==> config.mk <==
export PLATFORM = sky130hd
export DESIGN_NAME = resp_router
export DESIGN_NICKNAME = d
export VERILOG_FILES = /design/src/common/axi_bus_pkg.sv /design/src/common/rv_core_pkg.sv /design/src/resp_router.sv
export VERILOG_INCLUDE_DIRS = /design/src /design/src/common
export SDC_FILE = /design/constraint.sdc
export NUM_CORES = 1
export LEC_CHECK = 0
export BUFFER_PORTS_ARGS = -buffer_cell sky130_fd_sc_hd__buf_2
export CORE_AREA = 2 2 121 123
export CTS_CLUSTER_DIAMETER = 50
export DETAILED_ROUTE_END_ITERATION = 10
export DIE_AREA = 0 0 123 125
export PLACE_DENSITY = 0.75
export SLEW_MARGIN = 20
export SYNTH_ARGS = -nofsm -noshare
export SYNTH_HDL_FRONTEND = slang
export SYNTH_SLANG_ARGS = --single-unit
export TNS_END_PERCENT = 50
==> constraint.sdc <==
create_clock -name clk -period 0.8 [get_ports clk]
set_clock_uncertainty 0.1 [all_clocks]
set_input_delay 0.04 -clock clk [delete_from_list [all_inputs] [get_ports clk]]
set_output_delay 0.04 -clock clk [all_outputs]
set_load 0.03 [all_outputs]
==> src/common/fetch_cfg.svh <==
`ifndef FETCH_CFG_SVH
`define FETCH_CFG_SVH

// first pc after reset, start of ram
`define FETCH_RESET_PC 64'h0000_0000_8000_0000

// sram depth in 64-bit words, index from addr[12:3]
`define FETCH_MEM_WORDS 1024

// addi x0, x0, 0
`define FETCH_NOP_INST 32'h0000_0013

`endif

==> src/common/axi_bus_pkg.sv <==
package axi_bus_pkg;

  // single 64-bit axi4 port, no bursts
  localparam int unsigned axi_addr_w = 64;
  localparam int unsigned axi_data_w = 64;
  localparam int unsigned axi_strb_w = axi_data_w / 8;
  localparam int unsigned axi_id_w   = 4;

  typedef logic [axi_addr_w-1:0] axi_addr_t;
  typedef logic [axi_data_w-1:0] axi_data_t;

  // one bit per byte lane
  typedef logic [axi_strb_w-1:0] axi_strb_t;

  // rresp / bresp encoding
  typedef logic [1:0] axi_resp_t;

  // same width as the core request tag
  typedef logic [axi_id_w-1:0] axi_id_t;

  localparam axi_resp_t axi_resp_okay   = 2'b00;
  localparam axi_resp_t axi_resp_exokay = 2'b01;
  localparam axi_resp_t axi_resp_slverr = 2'b10;
  localparam axi_resp_t axi_resp_decerr = 2'b11;

endpackage

==> src/common/rv_core_pkg.sv <==
package rv_core_pkg;

  // fetch pc and data byte address share one type
  typedef logic [63:0] pc_t;

  // one rv32/rv64 instruction word
  typedef logic [31:0] inst_t;

  // transaction tag carried on ar_id
  typedef logic [3:0] req_id_t;

  // fetch takes id 1 and data takes id 2
  localparam req_id_t req_id_fetch = 4'd1;
  localparam req_id_t req_id_data  = 4'd2;

  // what the arbiter handed to the bus bridge
  typedef enum logic [1:0] {
    req_none,
    req_fetch_rd,
    req_data_rd,
    req_data_wr
  } req_kind_e;

endpackage

==> src/resp_router.sv <==
`include "fetch_cfg.svh"

module resp_router
  import rv_core_pkg::*, axi_bus_pkg::*;
(
  input  logic      clk,
  input  logic      rst_n,
  input  logic      rd_done_i,
  input  axi_data_t rd_data_i,
  input  req_id_t   rd_id_i,
  input  logic      wr_done_i,
  input  logic      kill_i,
  input  pc_t       fetch_pc_i,
  output logic      fetch_accept_o,
  output logic      fetch_valid_o,
  output pc_t       fetch_pc_o,
  output inst_t     fetch_inst_o,
  output logic      data_rvalid_o,
  output axi_data_t data_rdata_o,
  output logic      data_wdone_o
);

  logic      fetch_done;
  logic      data_done;
  logic      fetch_accept_q;
  logic      fetch_valid_q;
  logic      data_rvalid_q;
  logic      data_wdone_q;
  pc_t       fetch_pc_q;
  inst_t     inst_q;
  axi_data_t data_q;

  // steer by tag
  assign fetch_done = rd_done_i & (rd_id_i == req_id_fetch);
  assign data_done  = rd_done_i & (rd_id_i == req_id_data);

  // delayed done pulses
  always_ff @(posedge clk or negedge rst_n) begin
    if (!rst_n) begin
      fetch_accept_q <= 1'b0;
      fetch_valid_q  <= 1'b0;
      data_rvalid_q  <= 1'b0;
      data_wdone_q   <= 1'b0;
    end else begin
      // killed fetch still retires, just invisible
      fetch_accept_q <= fetch_done;
      fetch_valid_q  <= fetch_done & ~kill_i;
      data_rvalid_q  <= data_done;
      data_wdone_q   <= wr_done_i;
    end
  end

  always_ff @(posedge clk) begin
    if (fetch_done) begin
      fetch_pc_q <= fetch_pc_i;
      // pc bit 2 picks the upper word half
      inst_q     <= fetch_pc_i[2] ? rd_data_i[63:32] : rd_data_i[31:0];
    end
    if (data_done) begin
      data_q <= rd_data_i;
    end
  end

  assign fetch_accept_o = fetch_accept_q;
  assign fetch_valid_o  = fetch_valid_q;
  assign fetch_pc_o     = fetch_pc_q;
  // nop whenever no valid fetch is presented
  assign fetch_inst_o   = fetch_valid_q ? inst_q : `FETCH_NOP_INST;
  assign data_rvalid_o  = data_rvalid_q;
  assign data_rdata_o   = data_q;
  assign data_wdone_o   = data_wdone_q;

endmodule

==> out/qor.yml <==
antenna_found_initial: 3
hold_path_class: "input pin to flop"
multi_input_area_um2: 686
pin_count: 301
total_power_mw: 19.7
cts.sinks: 164
grt_pass1_wl_mm: 26.8
grt_max_degree: 27
register_area_um2: 4910
rsz0062_at_grt: "yes"
synthCells: 239
gp_congestion: 0.749
outcome: "complete, but fails checks"
finalCriticalPeriod_ns: 1.49
synth_area_um2: 5560
core_area_um2: 14200
crit_fanout: 20
cts_buffer_depth: 2
power_density_nw_per_um2: 1750
max_freq_mhz: 673
synth_edf_count: 160
htreeDepth: 4
avgRoutedWirePerCell_um: 20.5
drc: 0
ys_seq_area_share_pct: 88.3
min_path_cells: 2
synthToLayoutAreaGrowth_pct: 102
maxCapViolCount: 0
fin_cells: 984
holdWs_ns: -0.226
start_util_pct: 39.1
grt_usage_pct: 24.2
ys_ff_latch: 164
die_h_um: 125
cts_root_buffer: "clkbuf_16"
fin_ws_ns: -0.686
tritoncts: "done"
hpwl_mm: 9.55
synth_flop_cell: "edfxtp_1"
pre_cts_slack_ns: -0.830
report.final.setup_viol: 359
drt_iter0_drc: 241
cts_buffers: 17
vdd_drop_max_mv: 1.30
grt_overflow: 0
ys_types: 12
fp.dieW_um: 123
worstSetupEndpointType: "output port"
placed_cells: 728
syn_avg_cell_area_um2: 23.2
failed_checks: "negative hold slack, negative setup slack"
grt_pass1_vias: 4771
synth_most_common_cell: "edfxtp_1"
start_kind: "flop"
ant_nets: 0
critPathKind: "flop to output port"
port_buffers: 300
nNetsFinal: 922
synthArstFlopShare_pct: 2.44
synth_top_cell_by_area: "edfxtp_1"
synth_top_cell_area_share_pct: 86.5
synth_commonest_cells: "edfxtp_1 (160), and2_1 (29), mux2_2 (26), mux2_1 (6), dfrtp_1 (4)"
via_per_inst: 4.61
final_area_um2: 11200
period_share_pct: 186
yosys_warnings: 0
finish.utilization_pct: 79.2
worst_pin_slew_ns: 0.218
mappedNetlistNets: 376
clk_pin_slew_ns: 0.06
wirelength_mm: 20.2
row_count: 44
postPlaceCellArea_um2: 7430
critPathRequiredTime_ns: 0.66
crit_arrival_ns: 1.35
drive_gt1_share_pct: 60.3
drt-pass1-iter-count: 4
ys_top_cells_by_area: "edfxtp_1 (86%), mux2_2 (5.3%), and2_1 (3.3%), dfrtp_1 (1.8%), mux2_1 (1.2%)"
via_count: 4535
setup_tns_ns: -132.03
fillers: 693
p_leak_nw: 4.67
maxSlewViolCount: 0
slew_headroom_pct: 85.4
dieArea_um2: 15400
finalHoldViolCount: 6
## power breakdown
group / switching [mW] / internal (mW)
logic: 0.840 / 1.24
clock network: 3.35 / 4.58
registers: 0.0804 / 9.62
## cells in the final DEF (no fill, tap or decap), drive strengths merged
cell and instances:
and2 29, buf 400, bufinv 2, clkbuf 23, clkinv 4, clkinvlp 6
dfrtp 4, diode 2, dlygate4sd3 130, edfxtp 160, inv 1, mux2 32
nand2b 3, nor3b 2, nor4b 1, or3b 1
## timing repair
action,CTS,global route
endpoints found under the setup margin,326,363
gates resized for setup,366,89
cloned,11,6
setup buffers,15,6
hold buffers,131,63
pin swaps,1,4
hold endpoints to repair,166,101
## per-layer routing
layer | GRT usage (%) | wire length [um] | part of all wire [%] | vias up
li1 | - | - | - | 2039
met1 | 24.1 | 6660 | 33 | 2227
met2 | 46.4 | 11700 | 58 | 234
met3 | 7.62 | 1410 | 7.0 | 33
met4 | 8.02 | 433 | 2.1 | 2
met5 | 0 | 18 | 0.089 | -
## critical path, cell delays in order (launching register included)
cell,delay [ns]
dfrtp_2,0.45
buf_12,0.17
and2_1,0.17
buf_6,0.15
## path summary, 6_finish.rpt
kind / slack (ns) / start / to
max in group asynchronous: 0.52 / rst_n / fetch_valid_o$_DFF_PN0_
min in group asynchronous: -0.05 / rst_n / data_rvalid_o$_DFF_PN0_
setup / recovery: -0.69 / fetch_valid_o$_DFF_PN0_ / fetch_inst_o[13]
hold / removal: -0.23 / rd_id_i[1] / fetch_valid_o$_DFF_PN0_
## sequential cells by signal, summed over array words and instances (netlist names)
signal	count
data_rdata_o	64
fetch_pc_o	64
inst_q	32
data_rvalid_o	1
data_wdone_o	1
fetch_accept_o	1
fetch_valid_o	1
## cell type report
cell class / count / area share, %
sequential: 164 / 43.6
timing repair buffer: 534 / 43.1
multi-input combinational: 68 / 6.10
clock buffer: 19 / 3.85
tap: 184 / 2.05
clock inverter: 13 / 1.20
antenna: 2 / 0.0445
## cells by family after synthesis
| family | after synthesis | share of synthesized area (%) |
|---|---|---|
| buf+inv | 7 | 0.901 |
| flops | 164 | 88.3 |
| mux | 32 | 6.48 |
| simple gates | 36 | 4.35 |
(Power assumes the default switching activity.)
