==> src/common/fetch_cfg.svh <==
`ifndef FETCH_CFG_SVH
`define FETCH_CFG_SVH

// first pc after reset, start of ram
`define FETCH_RESET_PC 64'h0000_0000_8000_0000

// sram depth in 64-bit words, index from addr[12:3]
`define FETCH_MEM_WORDS 1024

// addi x0, x0, 0
`define FETCH_NOP_INST 32'h0000_0013

`endif

==> src/common/rv_core_pkg.sv <==
package rv_core_pkg;

  // fetch pc and data byte address share one type
  typedef logic [63:0] pc_t;

  // one rv32/rv64 instruction word
  typedef logic [31:0] inst_t;

  // transaction tag carried on ar_id
  typedef logic [3:0] req_id_t;

  // fetch takes id 1 and data takes id 2
  localparam req_id_t req_id_fetch = 4'd1;
  localparam req_id_t req_id_data  = 4'd2;

  // what the arbiter handed to the bus bridge
  typedef enum logic [1:0] {
    req_none,
    req_fetch_rd,
    req_data_rd,
    req_data_wr
  } req_kind_e;

endpackage

==> src/pc_sequencer.sv <==
`include "fetch_cfg.svh"

module pc_sequencer
  import rv_core_pkg::*;
(
  input  logic clk,
  input  logic rst_n,
  input  logic fetch_en_i,
  input  logic redirect_i,
  input  pc_t  redirect_pc_i,
  input  logic fetch_grant_i,
  input  logic fetch_accept_i,
  output logic fetch_req_o,
  output pc_t  fetch_pc_o,
  output logic kill_o
);

  pc_t  pc_q;
  logic pending_q;
  logic kill_q;

  // redirect wins over sequential advance
  // a killed response must not bump the new pc
  always_ff @(posedge clk or negedge rst_n) begin
    if (!rst_n) begin
      pc_q <= `FETCH_RESET_PC;
    end else if (redirect_i) begin
      pc_q <= redirect_pc_i;
    end else if (fetch_accept_i && !kill_q) begin
      pc_q <= pc_q + 64'd4;
    end
  end

  // one fetch on the bus at a time
  always_ff @(posedge clk or negedge rst_n) begin
    if (!rst_n) begin
      pending_q <= 1'b0;
    end else if (fetch_grant_i) begin
      pending_q <= 1'b1;
    end else if (fetch_accept_i) begin
      pending_q <= 1'b0;
    end
  end

  // stale fetch marker, cleared once that fetch comes back
  always_ff @(posedge clk or negedge rst_n) begin
    if (!rst_n) begin
      kill_q <= 1'b0;
    end else if (fetch_accept_i) begin
      kill_q <= 1'b0;
    end else if (redirect_i && pending_q) begin
      kill_q <= 1'b1;
    end
  end

  // no request in the redirect cycle, pc is about to change
  assign fetch_req_o = fetch_en_i & ~pending_q & ~redirect_i;
  assign fetch_pc_o  = pc_q;
  // router may see rd_done in the redirect cycle itself
  assign kill_o      = kill_q | (redirect_i & pending_q);

endmodule

==> config.mk <==
export PLATFORM = sky130hd
export DESIGN_NAME = pc_sequencer
export DESIGN_NICKNAME = d
export VERILOG_FILES = /design/src/common/rv_core_pkg.sv /design/src/pc_sequencer.sv
export VERILOG_INCLUDE_DIRS = /design/src /design/src/common
export SDC_FILE = /design/constraint.sdc
export NUM_CORES = 1
export LEC_CHECK = 0
export BUFFER_PORTS_ARGS = -buffer_cell sky130_fd_sc_hd__buf_2
export CAP_MARGIN = 20
export CORE_MARGIN = 1
export CORE_UTILIZATION = 45
export CTS_CLUSTER_DIAMETER = 60
export CTS_CLUSTER_SIZE = 40
export DETAILED_ROUTE_END_ITERATION = 8
export GPL_ROUTABILITY_DRIVEN = 0
export PLACE_DENSITY = 0.73
export SLEW_MARGIN = 20
export SYNTH_ARGS = -nofsm -noshare
export SYNTH_HDL_FRONTEND = slang
export SYNTH_SLANG_ARGS = --single-unit
==> constraint.sdc <==
create_clock -name clk -period 2.6 [get_ports clk]
set_input_delay 0.26 -clock clk [delete_from_list [all_inputs] [get_ports clk]]
set_output_delay 0.26 -clock clk [all_outputs]
set_load 0.05 [all_outputs]
==> impl_metrics.toml, run 1 <==
[run_status]
status = "finished, violations left"
violations = "hold timing"

[cts]
clk_path_buf_depth = 2
cts_setup_buffers = 0
cts_tree = "done"
insertion_delay_ps = 350
clkSlewWorstSetupHoldPaths_ps = 80
numCtsBuffers = 9
cts_root_buf = "clkbuf_8"
h-tree-depth = 3
cts_resized = 0
cts_hold_buf = 0
cts_num_sinks = 66

[synth]
syn_avg_cell_area_um2 = 8.639
yosysWarnings = 0
ys_ff_latch = 66
synthArstFlopShare = 1.000
synth-edff-count = 0
netlist_area_um2 = 3801
synth_nets = 511
synth_ff_type = "dfrtp_1"
syn_inst = 440
ys_types = 38
ys_seq_area_frac = 0.4348

[power_and_ir_drop]
p_per_area_nw_per_um2 = 616.1
power.total_mw = 2.997
switching_share = 0.3641
power_frac_clock = 0.327
leakage_nw = 2.045
internal_power_mw = 1.906
p_switching_mw = 1.091
seqPwrFrac = 0.419
combinationalPowerShare = 0.254
peakVddDrop_v = 0.0002862

[setup_path]
cp-end-kind = "register"
cp_cell_sequence = "and4_1 -> nand4_1 -> or4b_2 -> or4_1 -> a31oi_1"
crit_arrival_ps = 2740
crit_fanout = 6
worstSetupPathType = "register to register"
worstPathRequired_ps = 2880
start_kind = "register"
crit_slowest_cell = "or4b_2"
cpPeakStageDelay_ps = 730

[sta]
rsz0062_at_grt = "false"
period_share = 0.9492
setup_tns_ps = 0
post-route-min-period_ps = 2468
setup_viol_count_final = 0
finalHoldViolations = 27
relSlewSlack = 0.4806
finalClockSkew_ps = 9.730
slew_viol_final = 0
fmax_mhz = 405.2
tightest_slew_ps = 779.1
final.hold.worst_slack_ps = -10.44

[grt]
grt_pass1_wl_mm = 16.95
grt_pass1_vias = 3526
grt_max_degree = 46
grt_util_all_layers = 0.2477
gr-total-overflow = 0
antenna_found_initial = 0

[place]
portBuffers = 135
placed_cell_area_um2 = 4632
hpwl_mm = 7.835

[drt]
drt-wirelength-per-cell_um = 15.37
drt_drc_violations_left = 0
drt_wl_total_mm = 10.53
dr.pass1.iters = 5
ant_nets = 0
vias_per_cell = 5.693
route.vias.total = 3900
drt-initial-drc-count = 183

[final_layout]
area_delta_synth_final_pct = 27.98
drive_above_1_share = 0.3103
n_antenna_cell = 0
fillCellCount = 736
final_common_cell = "buf_2"
final_nets = 646
finalInstanceArea_um2 = 4865
layout_common_cells = "buf_2 (135), nand2_1 (60), dfrtp_1 (58), o21ai_0 (46), nor2_1 (37)"

[floorplan]
core_area_um2 = 8175
die_area_um2 = 8818
die_h_um = 93.91
ios = 136
fp-row-count = 33
start_util = 0.4650
die_x_um = 93.91

[run]
drv_cap = 0

[worst_hold_path]
holdCritPathClass = "primary input to asynchronous set/reset pin"
-- cell type report --
| type | count | area, um^2 | share of cell area |
|---|---|---|---|
| Multi-Input combinational cell | 343 | 2036 | 0.4185 |
| Sequential cell | 66 | 1662 | 0.3416 |
| Timing Repair Buffer | 147 | 778.2 | 0.1600 |
| Clock buffer | 10 | 137.6 | 0.02829 |
| Tap cell | 105 | 131.4 | 0.02701 |
| Clock inverter | 6 | 90.09 | 0.01852 |
| Inverter | 8 | 30.03 | 0.006173 |
-- synthesized netlist by cell type, types with 2 or more instances --
library cell	number	area share
a31oi_1	24	0.039
nor2_1	37	0.037
nor3_1	7	0.0092
mux2_2	3	0.0089
nor4_1	8	0.013
and3_1	7	0.012
or4_1	16	0.032
o21ai_0	46	0.061
dfrtp_1	65	0.43
nand2_1	60	0.059
and2_1	3	0.0049
nand4_1	24	0.039
o31ai_1	14	0.028
inv_1	8	0.0079
nor2b_1	2	0.0033
nand3_1	20	0.026
or3_1	11	0.018
a21o_1	2	0.0039
and4_1	9	0.021
xor2_1	14	0.032
clkbuf_1	22	0.022
xnor2_1	22	0.051
-- sequential cells by signal, indices dropped and copies added (netlist names) --
signal and cells:
kill_q 1, pending_q 1, fetch_pc_o 64
-- cells by family after synthesis --
family | after synthesis | synth area share
AOI/OAI and AO/OA | 89 | 0.1382
xor gates and xnor gates | 36 | 0.08295
and+or+nand+nor | 213 | 0.2982
adders and majority gates | 1 | 0.003291
buffers and inverters | 31 | 0.03094
DFF | 66 | 0.4348
muxes | 4 | 0.01152
-- critical path: cells and delay by family (launching register included) --
family          cells  cell delay, ps
simple gates        4            1650
flops               1             580
compound gates      1             170
-- routing by layer --
layer  GRT usage  wire [um]  up-vias
li1            -          -     1900
met3     0.05906        905       11
met2      0.3911       4897      147
met4     0.07436        117        0
met1      0.3363       4606     1842
met5           0          0        -
-- final timing paths --
path	to	start	slack (ps)	depth (start not counted)
max in group asynchronous	fetch_pc_o[31]	rst_n	1890	2
setup reg to reg	fetch_pc_o[59]	fetch_pc_o[31]	130	5
hold reg to reg	fetch_pc_o[0]	fetch_pc_o[0]	510	1
min in group clk	pending_q	fetch_grant_i	90	2
hold / removal	fetch_pc_o[55]	rst_n	-10	1
setup / recovery	fetch_pc_o[59]	fetch_pc_o[31]	130	5
-- per-stage QoR --
step | setup WS (ps) | instances | utilization
floorplan | 1.820 | 440 | -
global placement | 166.4 | 669 | 0.5666
detailed placement | 111.8 | 669 | 0.5666
global route | 35.95 | 685 | 0.5950
CTS | 98.52 | 685 | 0.5944
finish | 132.1 | 685 | 0.5950
-- power by group through the flow --
stage | Sequential (mW) | Clock, mW | Combinational, mW
6_report | 1.26 | 0.979 | 0.761
2_1_floorplan | 1.57 | 0 | 0.207
5_1_grt | 1.27 | 1.05 | 0.817
4_1_cts | 1.25 | 0.993 | 0.766
3_3_place_gp | 1.26 | 0 | 0.755
3_5_place_dp | 1.27 | 0 | 0.764
Power figures use the tool's default switching activity.
==> run 2: changes to the inputs <==
Settings changed: CELL_PAD_IN_SITES_DETAIL_PLACEMENT from default to 0, CELL_PAD_IN_SITES_GLOBAL_PLACEMENT from default to 1, CORE_UTILIZATION 45 to 36, PLACE_DENSITY 0.73 to default, PLACE_DENSITY_LB_ADDON from default to 0.1, REMOVE_ABC_BUFFERS from default to 1.
==> run 2 against run 1 <==
Compared with the run above:
- the run still ends with hold timing left
- die area rose by 24%
- first-iteration DRC count is 17% lower
- clock skew increased by 7.6 ps
- sequential share of layout area is 0.75 points lower
- clock-buffer cell count rose by 1
- total power is 1.1% higher
- critical path type unchanged
- worst setup slack got worse by 13 ps
- critical endpoint is now fetch_pc_o[57]
- routed wire length grew 5.2%
- register-to-register slack about the same
- final cell count rose by 5.1%
- fmax down 0.52%
- combinational power grew 2%
==> impl_metrics.toml, run 2 (same netlist as run 1, synthesis figures left out) <==
[drt]
route.vias.total = 3776
drt_drc_violations_left = 0
ant_nets = 0
drt-wirelength-per-cell_um = 15.39
drt-initial-drc-count = 152
drt_wl_total_mm = 11.08
vias_per_cell = 5.244
dr.pass1.iters = 4

[floorplan]
ios = 136
die_h_um = 104.8
core_area_um2 = 10280
die_area_um2 = 10970
fp-row-count = 37
die_x_um = 104.8
start_util = 0.3699

[setup_path]
worstPathRequired_ps = 2860
start_kind = "register"
cpPeakStageDelay_ps = 750
crit_slowest_cell = "or4b_2"
worstSetupPathType = "register to register"
crit_fanout = 5
reg2reg_to = "fetch_pc_o[57]"
cp-end-kind = "register"
ff2ff_path_depth = 5
reg2reg_slack_ps = 120
r2r_start = "fetch_pc_o[31]"
cp_cell_sequence = "and4_1 -> nand4_1 -> or4b_2 -> or4_1 -> a31oi_1"
crit_arrival_ps = 2740

[final_layout]
layout_common_cells = "buf_2 (135), dfrtp_1 (65), nand2_1 (60), o21ai_0 (46), nor2_1 (37)"
final_common_cell = "buf_2"
finalInstanceArea_um2 = 4947
instances_no_fill = 720
area_delta_synth_final_pct = 30.15
fillCellCount = 1056
drive_above_1_share = 0.3048
ff_latch_area_um2 = 1653
n_antenna_cell = 0
multi_input_area_um2 = 2039
final_nets = 651
largest_reg_flops = 64

[place]
portBuffers = 135
dpl.cell_count = 704
hpwl_mm = 8.209
placed_cell_area_um2 = 4705
pre_cts_ws_ps = 38.92

[run_status]
status = "finished, violations left"
violations = "hold timing"

[cts]
numCtsBuffers = 9
clk_path_buf_depth = 2
cts_num_sinks = 66
insertion_delay_ps = 340
clkSlewWorstSetupHoldPaths_ps = 90
h-tree-depth = 3
cts_root_buf = "clkbuf_8"
cts_tree = "done"
cts_hold_buf = 0

[sta]
final.hold.worst_slack_ps = -4.010
fin_ws_ps = 119.1
finalClockSkew_ps = 17.34
tightest_slew_ps = 834.2
period_share = 0.9542
fmax_mhz = 403.1
slew_viol_final = 0
finalHoldViolations = 1
relSlewSlack = 0.4439
post-route-min-period_ps = 2481
setup_viol_count_final = 0

[worst_hold_path]
holdCritPathClass = "primary input to asynchronous set/reset pin"

[grt]
grt_util_all_layers = 0.2100
grt_pass1_vias = 3719
antenna_found_initial = 0
grt_pass1_wl_mm = 18.34
grt_max_degree = 50
gr-total-overflow = 0

[power_and_ir_drop]
power_frac_clock = 0.333
p_switching_mw = 1.099
leakage_nw = 2.077
switching_share = 0.3626
combinationalPowerShare = 0.255
p_per_area_nw_per_um2 = 612.5
seqPwrFrac = 0.411
peakVddDrop_v = 0.0003262
internal_power_mw = 1.931

[run]
drv_cap = 0
run 2: cell count changes in the layout (fill, tap and decap cells not counted), moves of 2 or more:
cell / delta
buf_4: +4
clkinv_4: -2
dfrtp_1: +7
dfrtp_2: -7
run 2: per-layer routing:
metal	part of all wire	wire length [um]	vias to the layer above	GRT usage
li1	-	-	1896	-
met2	0.47	5184	105	0.3482
met5	0	0	-	0
met3	0.062	687	8	0.04055
met4	0.0091	101	0	0.06237
met1	0.46	5106	1767	0.2773
run 2: worst max path at each step:
stage / start / to / cells past startpoint
6_report: fetch_pc_o[31] / fetch_pc_o[57] / 5
5_1_grt: fetch_pc_o[31] / fetch_pc_o[57] / 5
4_1_cts: fetch_pc_o[31] / fetch_pc_o[52] / 5
3_5_place_dp: fetch_pc_o[31] / fetch_pc_o[54] / 5
3_3_place_gp: fetch_pc_o[31] / fetch_pc_o[52] / 5
2_1_floorplan: fetch_pc_o[2] / fetch_pc_o[55] / 5
run 2: timing repair:
item,CTS,global route
gates resized for setup,0,2
setup endpoints to repair,0,9
buffers inserted,0,1
run 2: power groups by stage:
stage	registers (mW)	logic, mW	clock network [mW]
after global placement	1.26	0.777	0
final	1.25	0.774	1.01
after global routing	1.27	0.833	1.08
after detailed placement	1.27	0.779	0
after floorplan	1.57	0.188	0
after CTS	1.25	0.781	1.03
run 2: through the flow:
| stage | TNS [ps] | hold WS, ps | total power, mW | utilization |
|---|---|---|---|---|
| after floorplan | -464.2 | -35.59 | 1.762 | - |
| after detailed placement | 0 | 411.0 | 2.045 | 0.4578 |
| final | 0 | -4.010 | 3.030 | 0.4814 |
| after CTS | 0 | 28.20 | 3.058 | 0.4798 |
| after global routing | -12.05 | 57.06 | 3.181 | 0.4814 |
| after global placement | 0 | 414.0 | 2.037 | 0.4578 |
run 2: critical path: cells and delay by family, from the launching register on:
kind | cells | cell delay, ps
flops | 1 | 530
simple gates | 4 | 1710
compound gates | 1 | 170
run 2: layout make-up:
type	count	share of cell area
sequential	66	0.3341
timing repair buffer	152	0.1674
clock inverter	4	0.01517
inverter	8	0.006070
multi-input combinational	343	0.4122
tap	136	0.03440
clock buffer	11	0.03060
==> run 3: changes to the inputs <==
Settings changed: CTS_BUF_LIST from default to sky130_fd_sc_hd__clkbuf_16.
==> run 3 against run 2 <==
Compared with the run above:
- the flow now finishes without violations
- clock-buffer cell count is 2 lower
- cell area increased by 1.7%
- fmax grew 2.9%
- global-route usage up 0.26 points
- total power increased by 9.6%
- sequential share of layout area fell by 0.56 points
- worst hold slack improved by 17 ps
- die area did not move
- largest cell class unchanged
==> impl_metrics.toml, run 3 (same netlist as run 1, synthesis figures left out) <==
[drt]
drt-wirelength-per-cell_um = 15.48
dr.pass1.iters = 4
drt-initial-drc-count = 142
ant_nets = 0
drt_wl_total_mm = 11.14
vias_per_cell = 5.251
drt_drc_violations_left = 0
route.vias.total = 3781

[setup_path]
path_delay_family = "simple AND/OR/NAND/NOR gates"
cp-end-kind = "register"
ff2ff_path_depth = 5
start_kind = "register"
crit_path_frequent_cell = "or4_1"
crit_slowest_cell = "or4_1"
worstPathRequired_ps = 2860
r2r_start = "kill_q"
cp_num_buf_inv = 0
reg2reg_to = "fetch_pc_o[55]"
crit_fanout = 7
cpPeakStageDelay_ps = 610
cp-startpoint = "kill_q"
crit_arrival_ps = 2670
cp_cell_sequence = "nand2b_4 -> or4_1 -> or4_4 -> or4_1 -> a31oi_1"
worstSetupPathType = "register to register"
reg2reg_slack_ps = 190

[cts]
clk_path_buf_depth = 2
cts_root_buf = "clkbuf_16"
h-tree-depth = 3
clkSlewWorstSetupHoldPaths_ps = 60
cts_hold_buf = 0
numCtsBuffers = 9
cts_tree = "done"
insertion_delay_ps = 340
cts_num_sinks = 66

[power_and_ir_drop]
leakage_nw = 2.113
internal_power_mw = 2.173
power.total_mw = 3.320
seqPwrFrac = 0.376
peakVddDrop_v = 0.0003344
switching_share = 0.3454
combinationalPowerShare = 0.233
p_per_area_nw_per_um2 = 659.6
p_switching_mw = 1.146
power_frac_clock = 0.391

[grt]
grt_pass1_vias = 3720
antenna_found_initial = 0
grt_pass1_wl_mm = 18.44
grt_max_degree = 50
gr-total-overflow = 0
grt_util_all_layers = 0.2125

[final_layout]
area_delta_synth_final_pct = 32.39
n_antenna_cell = 0
largest_reg_flops = 64
finalInstanceArea_um2 = 5032
fin_util = 0.4897
drive_above_1_share = 0.3014
final_common_cell = "buf_2"
layout_common_cells = "buf_2 (135), dfrtp_1 (65), nand2_1 (60), o21ai_0 (46), nor2_1 (37)"
final_nets = 651

[place]
portBuffers = 135
hpwl_mm = 8.209
placed_cell_area_um2 = 4705

[worst_hold_path]
holdCritPathClass = "primary input to asynchronous set/reset pin"

[sta]
finalClockSkew_ps = 10.93
rsz0062_at_grt = "false"
fmax_mhz = 414.9
finalHoldViolations = 0
tightest_slew_ps = 835.5
post-route-min-period_ps = 2410
period_share = 0.9269
slew_viol_final = 0
setup_viol_count_final = 0
relSlewSlack = 0.4430

[floorplan]
ios = 136
start_util = 0.3699
die_h_um = 104.8
die_area_um2 = 10970
core_area_um2 = 10280
fp-row-count = 37
die_x_um = 104.8

[run_status]
status = "finished, final reports clean"

[run]
drv_cap = 0
[run 3: how the worst max path moves through the flow]
stage / slack, ps / to / cells after the start
2_1_floorplan: -110 / fetch_pc_o[55] / 5
6_report: 190 / fetch_pc_o[55] / 5
3_5_place_dp: 40 / fetch_pc_o[54] / 5
5_1_grt: 20 / fetch_pc_o[55] / 5
4_1_cts: 20 / fetch_pc_o[54] / 5
3_3_place_gp: 110 / fetch_pc_o[52] / 5
[run 3: area by class of cell]
| cell class | instances | area [um^2] |
|---|---|---|
| fill | 1047 | 5245 |
| inverter | 8 | 30.03 |
| timing repair buffer | 152 | 828.3 |
| clock inverter | 6 | 82.58 |
| clock buffer | 9 | 225.2 |
| tap | 136 | 170.2 |
| sequential | 66 | 1653 |
| multi-input combinational | 343 | 2043 |
[run 3: stage by stage]
step                      setup slack [ps]  setup TNS [ps]  hold WS, ps  std cells
final                                190.1               0        13.22        720
after global routing                 22.72               0        84.80        720
after CTS                            17.02               0        50.76        719
after detailed placement             38.92               0        411.0        704
after global placement               113.7               0        414.0        704
after floorplan                     -110.3          -464.2       -35.59        417
[run 3: power by group through the flow]
stage | Combinational [mW] | Clock [mW] | Sequential, mW
6_report | 0.774 | 1.30 | 1.25
5_1_grt | 0.833 | 1.37 | 1.27
4_1_cts | 0.782 | 1.31 | 1.25
3_5_place_dp | 0.779 | 0 | 1.27
3_3_place_gp | 0.777 | 0 | 1.26
2_1_floorplan | 0.188 | 0 | 1.57
[run 3: worst register-to-register path, delay by kind of cell, from the launching register on]
family / cells / cell delay (ps)
AO/OA/AOI/OAI: 1 / 160
flip-flops: 1 / 400
AND/OR/NAND/NOR: 4 / 1770
[run 3: repair_timing]
| item | in CTS | in global routing |
|---|---|---|
| setup buffers | 0 | 1 |
| endpoints found under the setup margin | 0 | 9 |
| gates resized for setup | 0 | 3 |
[run 3: per-layer routing]
metal  global-route usage  vias up  wire length, um
met5                    0        -                0
met4              0.07243        0              150
met1               0.2801     1768             5222
met2               0.3477       99             5195
li1                     -     1904                -
met3              0.04242       10              574
