[src/common/fetch_cfg.svh]
`ifndef FETCH_CFG_SVH
`define FETCH_CFG_SVH

// first pc after reset, start of ram
`define FETCH_RESET_PC 64'h0000_0000_8000_0000

// sram depth in 64-bit words, index from addr[12:3]
`define FETCH_MEM_WORDS 1024

// addi x0, x0, 0
`define FETCH_NOP_INST 32'h0000_0013

`endif

[src/common/axi_bus_pkg.sv]
package axi_bus_pkg;

  // single 64-bit axi4 port, no bursts
  localparam int unsigned axi_addr_w = 64;
  localparam int unsigned axi_data_w = 64;
  localparam int unsigned axi_strb_w = axi_data_w / 8;
  localparam int unsigned axi_id_w   = 4;

  typedef logic [axi_addr_w-1:0] axi_addr_t;
  typedef logic [axi_data_w-1:0] axi_data_t;

  // one bit per byte lane
  typedef logic [axi_strb_w-1:0] axi_strb_t;

  // rresp / bresp encoding
  typedef logic [1:0] axi_resp_t;

  // same width as the core request tag
  typedef logic [axi_id_w-1:0] axi_id_t;

  localparam axi_resp_t axi_resp_okay   = 2'b00;
  localparam axi_resp_t axi_resp_exokay = 2'b01;
  localparam axi_resp_t axi_resp_slverr = 2'b10;
  localparam axi_resp_t axi_resp_decerr = 2'b11;

endpackage

[src/common/rv_core_pkg.sv]
package rv_core_pkg;

  // fetch pc and data byte address share one type
  typedef logic [63:0] pc_t;

  // one rv32/rv64 instruction word
  typedef logic [31:0] inst_t;

  // transaction tag carried on ar_id
  typedef logic [3:0] req_id_t;

  // fetch takes id 1 and data takes id 2
  localparam req_id_t req_id_fetch = 4'd1;
  localparam req_id_t req_id_data  = 4'd2;

  // what the arbiter handed to the bus bridge
  typedef enum logic [1:0] {
    req_none,
    req_fetch_rd,
    req_data_rd,
    req_data_wr
  } req_kind_e;

endpackage

[src/mem_req_arbiter.sv]
module mem_req_arbiter
  import rv_core_pkg::*, axi_bus_pkg::*;
(
  input  logic      clk,
  input  logic      rst_n,
  input  logic      fetch_req_i,
  input  pc_t       fetch_pc_i,
  input  logic      data_rd_req_i,
  input  logic      data_wr_req_i,
  input  pc_t       data_addr_i,
  input  axi_data_t data_wdata_i,
  input  axi_strb_t data_wstrb_i,
  input  logic      rd_done_i,
  input  logic      wr_done_i,
  output logic      fetch_grant_o,
  output logic      data_grant_o,
  output logic      req_valid_o,
  output req_kind_e req_kind_o,
  output req_id_t   req_id_o,
  output axi_addr_t req_addr_o,
  output axi_data_t req_wdata_o,
  output axi_strb_t req_wstrb_o
);

  logic      busy_q;
  logic      data_served_q;
  logic      req_valid_q;
  req_kind_e req_kind_q;
  req_id_t   req_id_q;
  axi_addr_t req_addr_q;
  axi_data_t req_wdata_q;
  axi_strb_t req_wstrb_q;
  logic      data_req;
  logic      data_win;
  logic      fetch_win;

  assign data_req  = data_rd_req_i | data_wr_req_i;
  // data has fixed priority, held level served only once
  assign data_win  = ~busy_q & data_req & ~data_served_q;
  assign fetch_win = ~busy_q & fetch_req_i & ~data_win;

  always_ff @(posedge clk or negedge rst_n) begin
    if (!rst_n) begin
      busy_q        <= 1'b0;
      data_served_q <= 1'b0;
      req_valid_q   <= 1'b0;
      req_kind_q    <= req_none;
    end else begin
      // launch pulse for the bridge
      req_valid_q <= data_win | fetch_win;
      if (data_win || fetch_win) begin
        busy_q <= 1'b1;
      end else if (rd_done_i || wr_done_i) begin
        busy_q <= 1'b0;
      end
      // rearm once the requester drops its level
      if (data_win) begin
        data_served_q <= 1'b1;
      end else if (!data_req) begin
        data_served_q <= 1'b0;
      end
      if (data_win) begin
        req_kind_q <= data_wr_req_i ? req_data_wr : req_data_rd;
      end else if (fetch_win) begin
        req_kind_q <= req_fetch_rd;
      end else if (rd_done_i || wr_done_i) begin
        req_kind_q <= req_none;
      end
    end
  end

  // request payload, stable for the whole transaction
  always_ff @(posedge clk) begin
    if (data_win) begin
      req_id_q    <= req_id_data;
      req_addr_q  <= data_addr_i;
      req_wdata_q <= data_wdata_i;
      req_wstrb_q <= data_wstrb_i;
    end else if (fetch_win) begin
      req_id_q    <= req_id_fetch;
      req_addr_q  <= fetch_pc_i;
      req_wdata_q <= '0;
      req_wstrb_q <= '0;
    end
  end

  assign fetch_grant_o = fetch_win;
  assign data_grant_o  = data_win;
  assign req_valid_o   = req_valid_q;
  assign req_kind_o    = req_kind_q;
  assign req_id_o      = req_id_q;
  assign req_addr_o    = req_addr_q;
  assign req_wdata_o   = req_wdata_q;
  assign req_wstrb_o   = req_wstrb_q;

endmodule

[config.mk]
export PLATFORM = sky130hd
export DESIGN_NAME = mem_req_arbiter
export DESIGN_NICKNAME = d
export VERILOG_FILES = /design/src/common/fetch_cfg.svh /design/src/common/axi_bus_pkg.sv /design/src/common/rv_core_pkg.sv /design/src/mem_req_arbiter.sv
export SDC_FILE = /design/constraint.sdc
export NUM_CORES = 1
export LEC_CHECK = 0
export BUFFER_PORTS_ARGS = -buffer_cell sky130_fd_sc_hd__clkbuf_2
export CORE_AREA = 8 8 131 133
export CTS_CLUSTER_SIZE = 30
export DETAILED_ROUTE_END_ITERATION = 8
export DIE_AREA = 0 0 139 141
export GPL_TIMING_DRIVEN = 0
export PLACE_DENSITY_LB_ADDON = 0.15
export RECOVER_POWER = 50
export SYNTH_ARGS = -nofsm -noshare
export SYNTH_HDL_FRONTEND = slang
export SYNTH_SLANG_ARGS = --single-unit
[constraint.sdc]
create_clock -name clk -period 9.9 [get_ports clk]
set_input_delay 0.495 -clock clk [delete_from_list [all_inputs] [get_ports clk]]
set_output_delay 0.495 -clock clk [all_outputs]
set_load 0.05 [all_outputs]
==> results_dict.tcl, run 1 <==
set metrics [dict create \
    slew_headroom 0.411 \
    die_area_um2 19600 \
    fmax_mhz 288 \
    synth-simple-area-share 0.0915 \
    synth_cells 320 \
    syn2layout_area_growth_pct 43.2 \
    start_util 0.381 \
    synth_fa_ha_area_frac 0 \
    clk_pin_slew_ns 0.06 \
    cts.sinks 143 \
    seqCellArea_um2 4250 \
    ys_seq_elements 143 \
    grt_overflow_total 0 \
    dp.cells 859 \
    gp_congestion 0.776 \
    num_vias 4005 \
    dpl.hpwl_um 13600 \
    arrival_ns 3.58 \
    ys_top_cells_by_area "edfxtp_1, mux2_2, and2_1" \
    die_y_um 141 \
    start_kind "register" \
    highest_layer "met4" \
    leakagePower_nw 3.43 \
    synth_top_family_by_area "multiplexers" \
    ys_seq_area_frac 0.745 \
    finClkSkew_ns 0.00706 \
    path_cells "or3_1 > clkbuf_1 > clkbuf_1 > clkbuf_1 > nand2_4 > buf_16" \
    cts_root_buf "clkbuf_16" \
    die_w_um 139 \
    cp.required_ns 10.01 \
    dr_wl_met2_um 8900 \
    htree_levels 4 \
    min_path_type "in -> reg" \
    final_util 0.545 \
    cp_slowest_cell "nand2_4" \
    cts_tree "done" \
    route.detailed.drc 0 \
    grt_setup_unrepaired "false" \
    async_flop_share 0.0350 \
    power_density_nw_per_um2 289 \
    met1_length_um 6430 \
    wl_per_cell_um 19.2 \
    place_area_um2 7720 \
    port_buffers 349 \
    final_nets 898 \
    antenna_found_initial 0 \
    fill_cells 1354 \
    grt_pass1_wl_um 25400 \
    antenna-diode-count 0 \
    clock_path_buffers 2 \
    cp-end-kind "register" \
    postRouteAntennaNets 0 \
    postSynthAreaPerCell_um2 17.8 \
    synth_ff_type "edfxtp_1" \
    slew_violations 0 \
    synthTopCellsByCount "edfxtp_1, and2_1, mux2_2, mux2_4, buf_2" \
    syn_area_um2 5700 \
    synth_compound_area_frac 0.00395 \
    io-pin-count 352 \
    cpMostUsedCell "clkbuf_1" \
    grtUsageTotal 0.172 \
    max_stage_delay_ns 0.66 \
    cts_buffers 17 \
    wl_met3_um 1500 \
    worstMarginPinSlew_ns 0.884 \
    worst_slack_ns 6.43 \
    drive_gt1_frac 0.442 \
    vdd_drop_max_uv 175 \
    design_area_um2 8160 \
    final_cells 892 \
    synth_top_area_frac 0.716 \
    hold_viol_final 0 \
    yosysWarnings 0 \
    synth_most_common_cell "edfxtp_1" \
    core-area_um2 15000 \
    synth-edff-count 136 \
    drt_iter0_drc 197 \
    synth_xor_area_frac 0 \
    yosysTopAreaCell "edfxtp_1" \
    period_minus_slack_ns 3.47 \
    dp_slack_ns 6.95 \
    tns_ns 0 \
    firstDrtPassIters 4 \
    crit_fanout 74 \
    final-setup-viol-count 0 \
    grt_max_degree 75 \
    multi_input_area_um2 1340 \
    clkLatencyLatePin_ns 0.41 \
    critPathKind "reg -> reg" \
    cap_violations 0 \
    yosysUniqueCellTypes 23 \
    outcome "finished, final reports clean" \
    muxShareOfSynthArea 0.137 \
    drt-total-wl_um 17100 \
    rows 45 \
    via_per_inst 4.49 \
    ctsResizeCount 0 \
    grt_pass1_vias 4578 \
    fin_crit_sh 0.351 \
]
==> kinds of logic after synthesis <==
| family | after synthesis |
|---|---|
| other | 1 |
| buffers and inverters | 21 |
| multiplexers | 64 |
| AO/OA/AOI/OAI | 4 |
| flip-flops | 143 |
| AND/OR/NAND/NOR | 87 |
==> worst max-delay path, delay by kind of cell, from the launching register on <==
kind          cells  cell delay, ns
simple gates      2            0.79
buf+inv           4            1.91
flops             1            0.41
==> stage by stage <==
stage | power, mW | hold slack (ns)
final | 2.36 | 0.358
after global routing | 2.45 | 0.336
after CTS | 2.43 | 0.335
after detailed placement | 1.74 | 0.323
after global placement | 1.75 | 0.317
after floorplan | 1.53 | 0.199
==> final cells by class <==
type	instances	share of cell area
inverter	3	0.00138
timing repair buffer	351	0.197
clock buffer	21	0.0576
sequential	143	0.520
tap	188	0.0288
buffer	18	0.0109
clock inverter	11	0.0199
multi-input combinational	157	0.164
==> repair_timing <==
action	4_1_cts	5_1_grt
hold buffers	1	0
setup buffers	0	0
endpoints found under the hold margin	5	0
==> flip-flops by register name, indices dropped and copies added, names as in the netlist <==
register / count
req_addr_o: 64
req_kind_o: 2
req_id_o: 2
busy_q: 1
req_wstrb_o: 8
req_wdata_o: 64
data_served_q: 1
req_valid_o: 1
==> cell usage in the layout (no fill, tap or decap), types with 5 or more instances in the layout <==
cell	n
and2_0	18
and2_1	54
clkbuf_1	153
clkbuf_16	17
clkbuf_2	211
dfrtp_1	5
edfxtp_1	136
mux2_2	47
mux2_4	16
nand2_1	5
==> power by group <==
part | switching [mW] | leakage (nW) | total (mW) | internal, mW
Sequential | 0.0390 | 1.41 | 0.883 | 0.844
Combinational | 0.647 | 1.71 | 0.802 | 0.155
Clock | 0.237 | 0.305 | 0.677 | 0.440
==> worst paths after layout <==
check / startpoint / end / slack (ns) / cells past startpoint
worst max-delay path: busy_q / req_wdata_o[0] / 6.43 / 6
worst min-delay path: data_wdata_i[55] / req_wdata_o[55] / 0.36 / 2
worst max register to register: busy_q / req_wdata_o[0] / 6.43 / 6
worst min register to register: req_id_o[0] / req_id_o[0] / 0.45 / 2
max in group asynchronous: rst_n / req_kind_o[0] / 9.16 / 2
min in group asynchronous: rst_n / req_valid_o / 0.49 / 2
==> layer usage <==
| metal | GRT usage | up-vias |
|---|---|---|
| met3 | 0.0702 | 20 |
| met1 | 0.177 | 1870 |
| met2 | 0.309 | 212 |
| li1 | - | 1903 |
| met4 | 0.0630 | 0 |
| met5 | 0 | - |
No activity file was read; power rests on OpenSTA's default activity.
==> run 2, diff against run 1 <==
--- a/config.mk
+++ b/config.mk
@@ -6,10 +6,10 @@
 export NUM_CORES = 1
 export LEC_CHECK = 0
 export BUFFER_PORTS_ARGS = -buffer_cell sky130_fd_sc_hd__clkbuf_2
-export CORE_AREA = 8 8 131 133
+export CORE_AREA = 8 8 132 134
 export CTS_CLUSTER_SIZE = 30
 export DETAILED_ROUTE_END_ITERATION = 8
-export DIE_AREA = 0 0 139 141
+export DIE_AREA = 0 0 140 142
 export GPL_TIMING_DRIVEN = 0
 export PLACE_DENSITY_LB_ADDON = 0.15
 export RECOVER_POWER = 50
==> constraint.sdc (replaced) <==
create_clock -name clk -period 3.3 [get_ports clk]
set_input_delay 0.165 -clock clk [delete_from_list [all_inputs] [get_ports clk]]
set_output_delay 0.165 -clock clk [all_outputs]
set_load 0.05 [all_outputs]
==> results_dict.tcl, run 2 (same netlist as run 1, synthesis figures left out) <==
set metrics [dict create \
    die_y_um 142 \
    ctsResizeCount 0 \
    start_kind "register" \
    cpMostUsedCell "buf_2" \
    dpl.hpwl_um 13600 \
    outcome "finished, final reports clean" \
    cp-end-kind "output pin" \
    cts.sinks 143 \
    final_nets 898 \
    ctsHoldBuffers 1 \
    vdd_drop_max_uv 353 \
    clkLatencyLatePin_ns 0.41 \
    final_cells 895 \
    highest_layer "met4" \
    path_cells "or3_1 > clkbuf_1 > inv_1 > buf_2 > buf_2 > clkbuf_2" \
    rows 46 \
    die_w_um 140 \
    drt-total-wl_um 17100 \
    cp.required_ns 3.13 \
    dr_wl_met2_um 8690 \
    leakagePower_nw 3.42 \
    cap_violations 0 \
    finClkSkew_ns 0.00722 \
    power_density_nw_per_um2 847 \
    die_area_um2 19900 \
    hold_viol_final 0 \
    slew_violations 0 \
    start_util 0.370 \
    place_area_um2 7730 \
    grt_pass1_vias 4440 \
    clock_path_buffers 2 \
    wl_met3_um 1820 \
    worstMarginPinSlew_ns 0.719 \
    cts_setup_buffers 0 \
    syn2layout_area_growth_pct 42.3 \
    final_cell_mix "clkbuf_2, clkbuf_1, edfxtp_1, and2_1, mux2_2" \
    core-area_um2 15400 \
    seqCellArea_um2 4250 \
    grt_overflow_total 0 \
    cts_tree "done" \
    tns_ns 0 \
    htree_levels 4 \
    gp_congestion 0.776 \
    firstDrtPassIters 4 \
    wl_per_cell_um 19.1 \
    port_buffers 349 \
    period_minus_slack_ns 2.55 \
    grt_max_degree 82 \
    power.total_mw 6.87 \
    cts_root_buf "clkbuf_16" \
    met1_length_um 6220 \
    route.detailed.drc 0 \
    critPathKind "reg -> out" \
    io-pin-count 352 \
    slew_headroom 0.522 \
    holdWs_ns 0.0253 \
    antenna-diode-count 0 \
    min_path_type "in -> reg" \
    final_common_cell "clkbuf_2" \
    multi_input_area_um2 1350 \
    design_area_um2 8110 \
    fin_crit_sh 0.774 \
    fill_cells 1434 \
    via_per_inst 4.52 \
    grt_pass1_wl_um 25300 \
    grt_setup_unrepaired "false" \
    grtUsageTotal 0.170 \
    antenna_found_initial 0 \
    fmax_mhz 391 \
    num_vias 4046 \
    drt_iter0_drc 207 \
    cp_slowest_cell "dfrtp_1" \
    arrival_ns 2.39 \
    drive_gt1_frac 0.442 \
    max_stage_delay_ns 0.40 \
    crit_fanout 10 \
    cts_buffers 17 \
    postRouteAntennaNets 0 \
    clk_pin_slew_ns 0.06 \
    final-setup-viol-count 0 \
    dp.cells 863 \
]
run 2: changes by cell type in the layout (fill, tap and decap cells not counted), moves of 2 or more:
cell and delta:
clkinv_1 +2, buf_6 +2, and2_1 +6, clkbuf_1 -3, clkinvlp_4 -2, bufinv_16 -2, clkbuf_8 -3, and2_0 -6
clkinv_2 +2
run 2: per-layer routing:
metal | global-route usage | vias up
li1 | - | 1910
met1 | 0.174 | 1888
met2 | 0.296 | 222
met3 | 0.0778 | 26
met4 | 0.0766 | 0
met5 | 0 | -
run 2: where the power goes:
group          internal [mW]  total (mW)  switching (mW)
Clock                   1.10        1.80           0.706
Combinational          0.476        2.43            1.95
Sequential              2.53        2.64           0.112
Total                   4.10        6.87            2.77
run 2: worst paths after layout:
path                                  end  cells past startpoint  slack (ns)             from
min reg2reg                   req_id_o[1]                      2        0.44      req_id_o[1]
min                        req_wdata_o[8]                      2        0.03  data_wdata_i[8]
min in group asynchronous     req_valid_o                      2        0.16            rst_n
max                          data_grant_o                      6        0.75    data_served_q
max reg2reg                req_addr_o[25]                      6        0.76    data_served_q
max in group asynchronous   data_served_q                      2        2.92            rst_n
run 2: cell type report:
cell class | count | share of cell area
plain buffers | 18 | 0.0130
clock buffers | 18 | 0.0529
clock inverters | 13 | 0.0151
inverters | 3 | 0.00139
multi-input cells | 157 | 0.166
flip-flops and latches | 143 | 0.524
well taps | 192 | 0.0296
repair buffers | 351 | 0.198
run 2: critical path, delay by kind of cell (launching register included):
| family | cells | cell delay, ns |
|---|---|---|
| buffers and inverters | 5 | 1.21 |
| flip-flops | 1 | 0.40 |
| AND/OR/NAND/NOR | 1 | 0.37 |
run 2: stage by stage:
step                      setup WS [ns]   util
after detailed placement          0.814  0.501
after global routing              0.526  0.526
final                             0.745  0.526
after floorplan                  0.0652      -
after CTS                         0.803  0.538
after global placement           -0.763  0.499
==> run 3, diff against run 2 <==
--- a/config.mk
+++ b/config.mk
@@ -6,10 +6,10 @@
 export NUM_CORES = 1
 export LEC_CHECK = 0
 export BUFFER_PORTS_ARGS = -buffer_cell sky130_fd_sc_hd__clkbuf_2
-export CORE_AREA = 8 8 132 134
+export CORE_MARGIN = 8
+export CORE_UTILIZATION = 39
 export CTS_CLUSTER_SIZE = 30
 export DETAILED_ROUTE_END_ITERATION = 8
-export DIE_AREA = 0 0 140 142
 export GPL_TIMING_DRIVEN = 0
 export PLACE_DENSITY_LB_ADDON = 0.15
 export RECOVER_POWER = 50
==> constraint.sdc (replaced) <==
create_clock -name clk -period 2.1 [get_ports clk]
set_input_delay 0.105 -clock clk [delete_from_list [all_inputs] [get_ports clk]]
set_output_delay 0.105 -clock clk [all_outputs]
set_load 0.05 [all_outputs]
==> results_dict.tcl, run 3 <==
set metrics [dict create \
    synth_cells 320 \
    rows 44 \
    synth_ff_type "edfxtp_1" \
    cts.sinks 143 \
    io-pin-count 352 \
    synth_top_area_frac 0.716 \
    yosysWarnings 0 \
    dpl.hpwl_um 13500 \
    failing_step "clock tree synthesis" \
    syn_area_um2 5700 \
    cts_buffers 17 \
    ctsHoldBuffers 178 \
    yosysUniqueCellTypes 23 \
    port_buffers 349 \
    async_flop_share 0.0350 \
    error_line "[ERROR RSZ-0060] Max buffer count reached." \
    die_y_um 137 \
    cts_root_buf "clkbuf_16" \
    ys_seq_area_frac 0.745 \
    synth_most_common_cell "edfxtp_1" \
    htree_levels 4 \
    ys_top_cells_by_area "edfxtp_1, mux2_2, and2_1" \
    ctsResizeCount 6 \
    clock_path_buffers 2 \
    outcome "stopped before the end" \
    gp_congestion 0.739 \
    ys_seq_elements 143 \
    die_w_um 137 \
    postSynthAreaPerCell_um2 17.8 \
    cts_setup_buffers 0 \
    start_util 0.395 \
    synth-edff-count 136 \
    yosysTopAreaCell "edfxtp_1" \
    synthTopCellsByCount "edfxtp_1, and2_1, mux2_2, mux2_4, buf_2" \
]
-- run 3: cell counts after synthesis --
No cell type changed its count.
-- run 3: kinds of logic after synthesis --
kind of cell           Yosys count  synth area share
buffers and inverters           21            0.0215
other                            1          0.000658
AO/OA/AOI/OAI                    4           0.00395
AND/OR/NAND/NOR                 87            0.0915
multiplexers                    64             0.137
flip-flops                     143             0.745
-- run 3: metrics by stage --
step	TNS (ns)	instance area, um^2	utilization	worst slack [ns]	instances
floorplan	0	5740	-	0.000896	321
global placement	-38.52	7720	0.535	-0.288	854
detailed placement	-42.41	7720	0.535	-0.318	854
==> run 4, diff against run 3 <==
--- a/config.mk
+++ b/config.mk
@@ -8,7 +8,6 @@
 export BUFFER_PORTS_ARGS = -buffer_cell sky130_fd_sc_hd__clkbuf_2
 export CORE_MARGIN = 8
 export CORE_UTILIZATION = 39
-export CTS_CLUSTER_SIZE = 30
 export DETAILED_ROUTE_END_ITERATION = 8
 export GPL_TIMING_DRIVEN = 0
 export PLACE_DENSITY_LB_ADDON = 0.15
==> constraint.sdc (replaced) <==
create_clock -name clk -period 2.73 [get_ports clk]
set_input_delay 0.1365 -clock clk [delete_from_list [all_inputs] [get_ports clk]]
set_output_delay 0.1365 -clock clk [all_outputs]
set_load 0.05 [all_outputs]
==> results_dict.tcl, run 4 (same netlist as run 1, synthesis figures left out) <==
set metrics [dict create \
    max_stage_delay_ns 0.42 \
    finClkSkew_ns 0.00844 \
    dp_slack_ns 0.270 \
    fmax_mhz 412 \
    fin_crit_sh 0.889 \
    endpoint "req_wdata_o[19]" \
    grt_overflow_total 0 \
    route.detailed.drc 0 \
    clk_pin_slew_ns 0.06 \
    cp.depth 6 \
    htree_levels 4 \
    num_vias 4168 \
    io-pin-count 352 \
    grt_pass1_vias 4564 \
    gp_congestion 0.773 \
    final_util 0.598 \
    critPathKind "reg -> reg" \
    min_path_type "in -> reg" \
    tns_ns 0 \
    start_kind "register" \
    grt_pass1_wl_um 25100 \
    via_per_inst 4.48 \
    final_cell_mix "clkbuf_2, clkbuf_1, edfxtp_1, and2_1, mux2_2" \
    r2r_slack_ns 0.30 \
    crit_fanout 79 \
    ctsResizeCount 0 \
    die_w_um 137 \
    postRouteAntennaNets 0 \
    power_density_nw_per_um2 1010 \
    die_area_um2 18700 \
    cp_slowest_cell "dfrtp_1" \
    cpLargestDelayFamily "buffers and inverters" \
    core-area_um2 14400 \
    cp.required_ns 2.79 \
    drt_iter0_drc 169 \
    critical_path_buf_inv_count 4 \
    arrival_ns 2.49 \
    slew_violations 0 \
    crit_start "busy_q" \
    port_buffers 349 \
    slew_headroom 0.548 \
    outcome "finished, final reports clean" \
    drt-total-wl_um 17400 \
    r2r-end "req_wdata_o[19]" \
    clkLatencyLatePin_ns 0.41 \
    drive_gt1_frac 0.418 \
    grt_setup_unrepaired "false" \
    ctsHoldBuffers 44 \
    path_cells "or3_1 > buf_2 > buf_6 > buf_6 > nand2_8 > buf_16" \
    final-setup-viol-count 0 \
    dpl.hpwl_um 13500 \
    cts_root_buf "clkbuf_16" \
    period_minus_slack_ns 2.43 \
    cts_tree "done" \
    cp-end-kind "register" \
    cts.sinks 143 \
    cpMostUsedCell "buf_6" \
    cts_setup_buffers 0 \
    firstDrtPassIters 5 \
    holdWs_ns 0.0172 \
    start_util 0.395 \
    leakagePower_nw 3.64 \
    cts_buffers 17 \
    fill_cells 1232 \
    clock_path_buffers 2 \
    vdd_drop_max_uv 509 \
    worstMarginPinSlew_ns 0.680 \
    grtUsageTotal 0.179 \
    antenna_found_initial 1 \
    hold_viol_final 0 \
    syn2layout_area_growth_pct 51.4 \
    rows 44 \
    cap_violations 0 \
    die_y_um 137 \
    final_common_cell "clkbuf_2" \
    worst_slack_ns 0.303 \
    r2r_cells 6 \
    final_nets 941 \
    grt_max_degree 80 \
    wl_per_cell_um 18.7 \
    r2r-start "busy_q" \
]
run 4: final cells by class:
cell class	count	area (um^2)	area share
sequential	143	4250	0.492
antenna	1	2.50	0.000290
buffer	18	106	0.0123
timing repair buffer	394	2040	0.236
inverter	3	11.3	0.00130
clock buffer	18	429	0.0497
multi-input combinational	157	1350	0.156
clock inverter	13	219	0.0254
tap	184	230	0.0267
run 4: worst min-delay path by stage:
| stage | start | end | slack, ns | cells past startpoint |
|---|---|---|---|---|
| floorplan | rst_n | busy_q | -0.16 | 0 |
| global placement | rst_n | req_valid_o | -0.04 | 1 |
| detailed placement | rst_n | req_valid_o | -0.03 | 1 |
| CTS | data_wdata_i[24] | req_wdata_o[24] | 0.00006 | 2 |
| global route | fetch_pc_i[45] | req_addr_o[45] | 0.009 | 2 |
| finish | data_wdata_i[25] | req_wdata_o[25] | 0.02 | 2 |
run 4: metal layers:
metal | up-vias | global-route usage | routed length [um]
li1 | 1990 | - | -
met1 | 1939 | 0.195 | 6420
met2 | 212 | 0.311 | 8890
met3 | 27 | 0.0668 | 1770
met4 | 0 | 0.0664 | 310
met5 | - | 0 | 0
run 4: through the flow:
stage | total power [mW] | cells | cell area (um^2)
finish | 8.73 | 931 | 8630
floorplan | 5.49 | 321 | 5710
detailed placement | 6.32 | 855 | 7720
global route | 9.04 | 931 | 8630
global placement | 6.26 | 854 | 7690
CTS | 8.94 | 930 | 8810
run 4: report_power, final:
| part | internal, mW | total (mW) | switching, mW | leakage (nW) |
|---|---|---|---|---|
| sequential | 3.06 | 3.20 | 0.140 | 1.41 |
| clock | 1.70 | 2.56 | 0.863 | 0.315 |
| combinational | 0.617 | 2.97 | 2.35 | 1.91 |
| total | 5.37 | 8.73 | 3.36 | 3.64 |
run 4: worst reg2reg max path: stages, from the launching register on:
cell     delay [ns]
dfrtp_1        0.42
or3_1          0.35
buf_2          0.18
buf_6          0.16
buf_6          0.17
nand2_8        0.35
buf_16         0.39
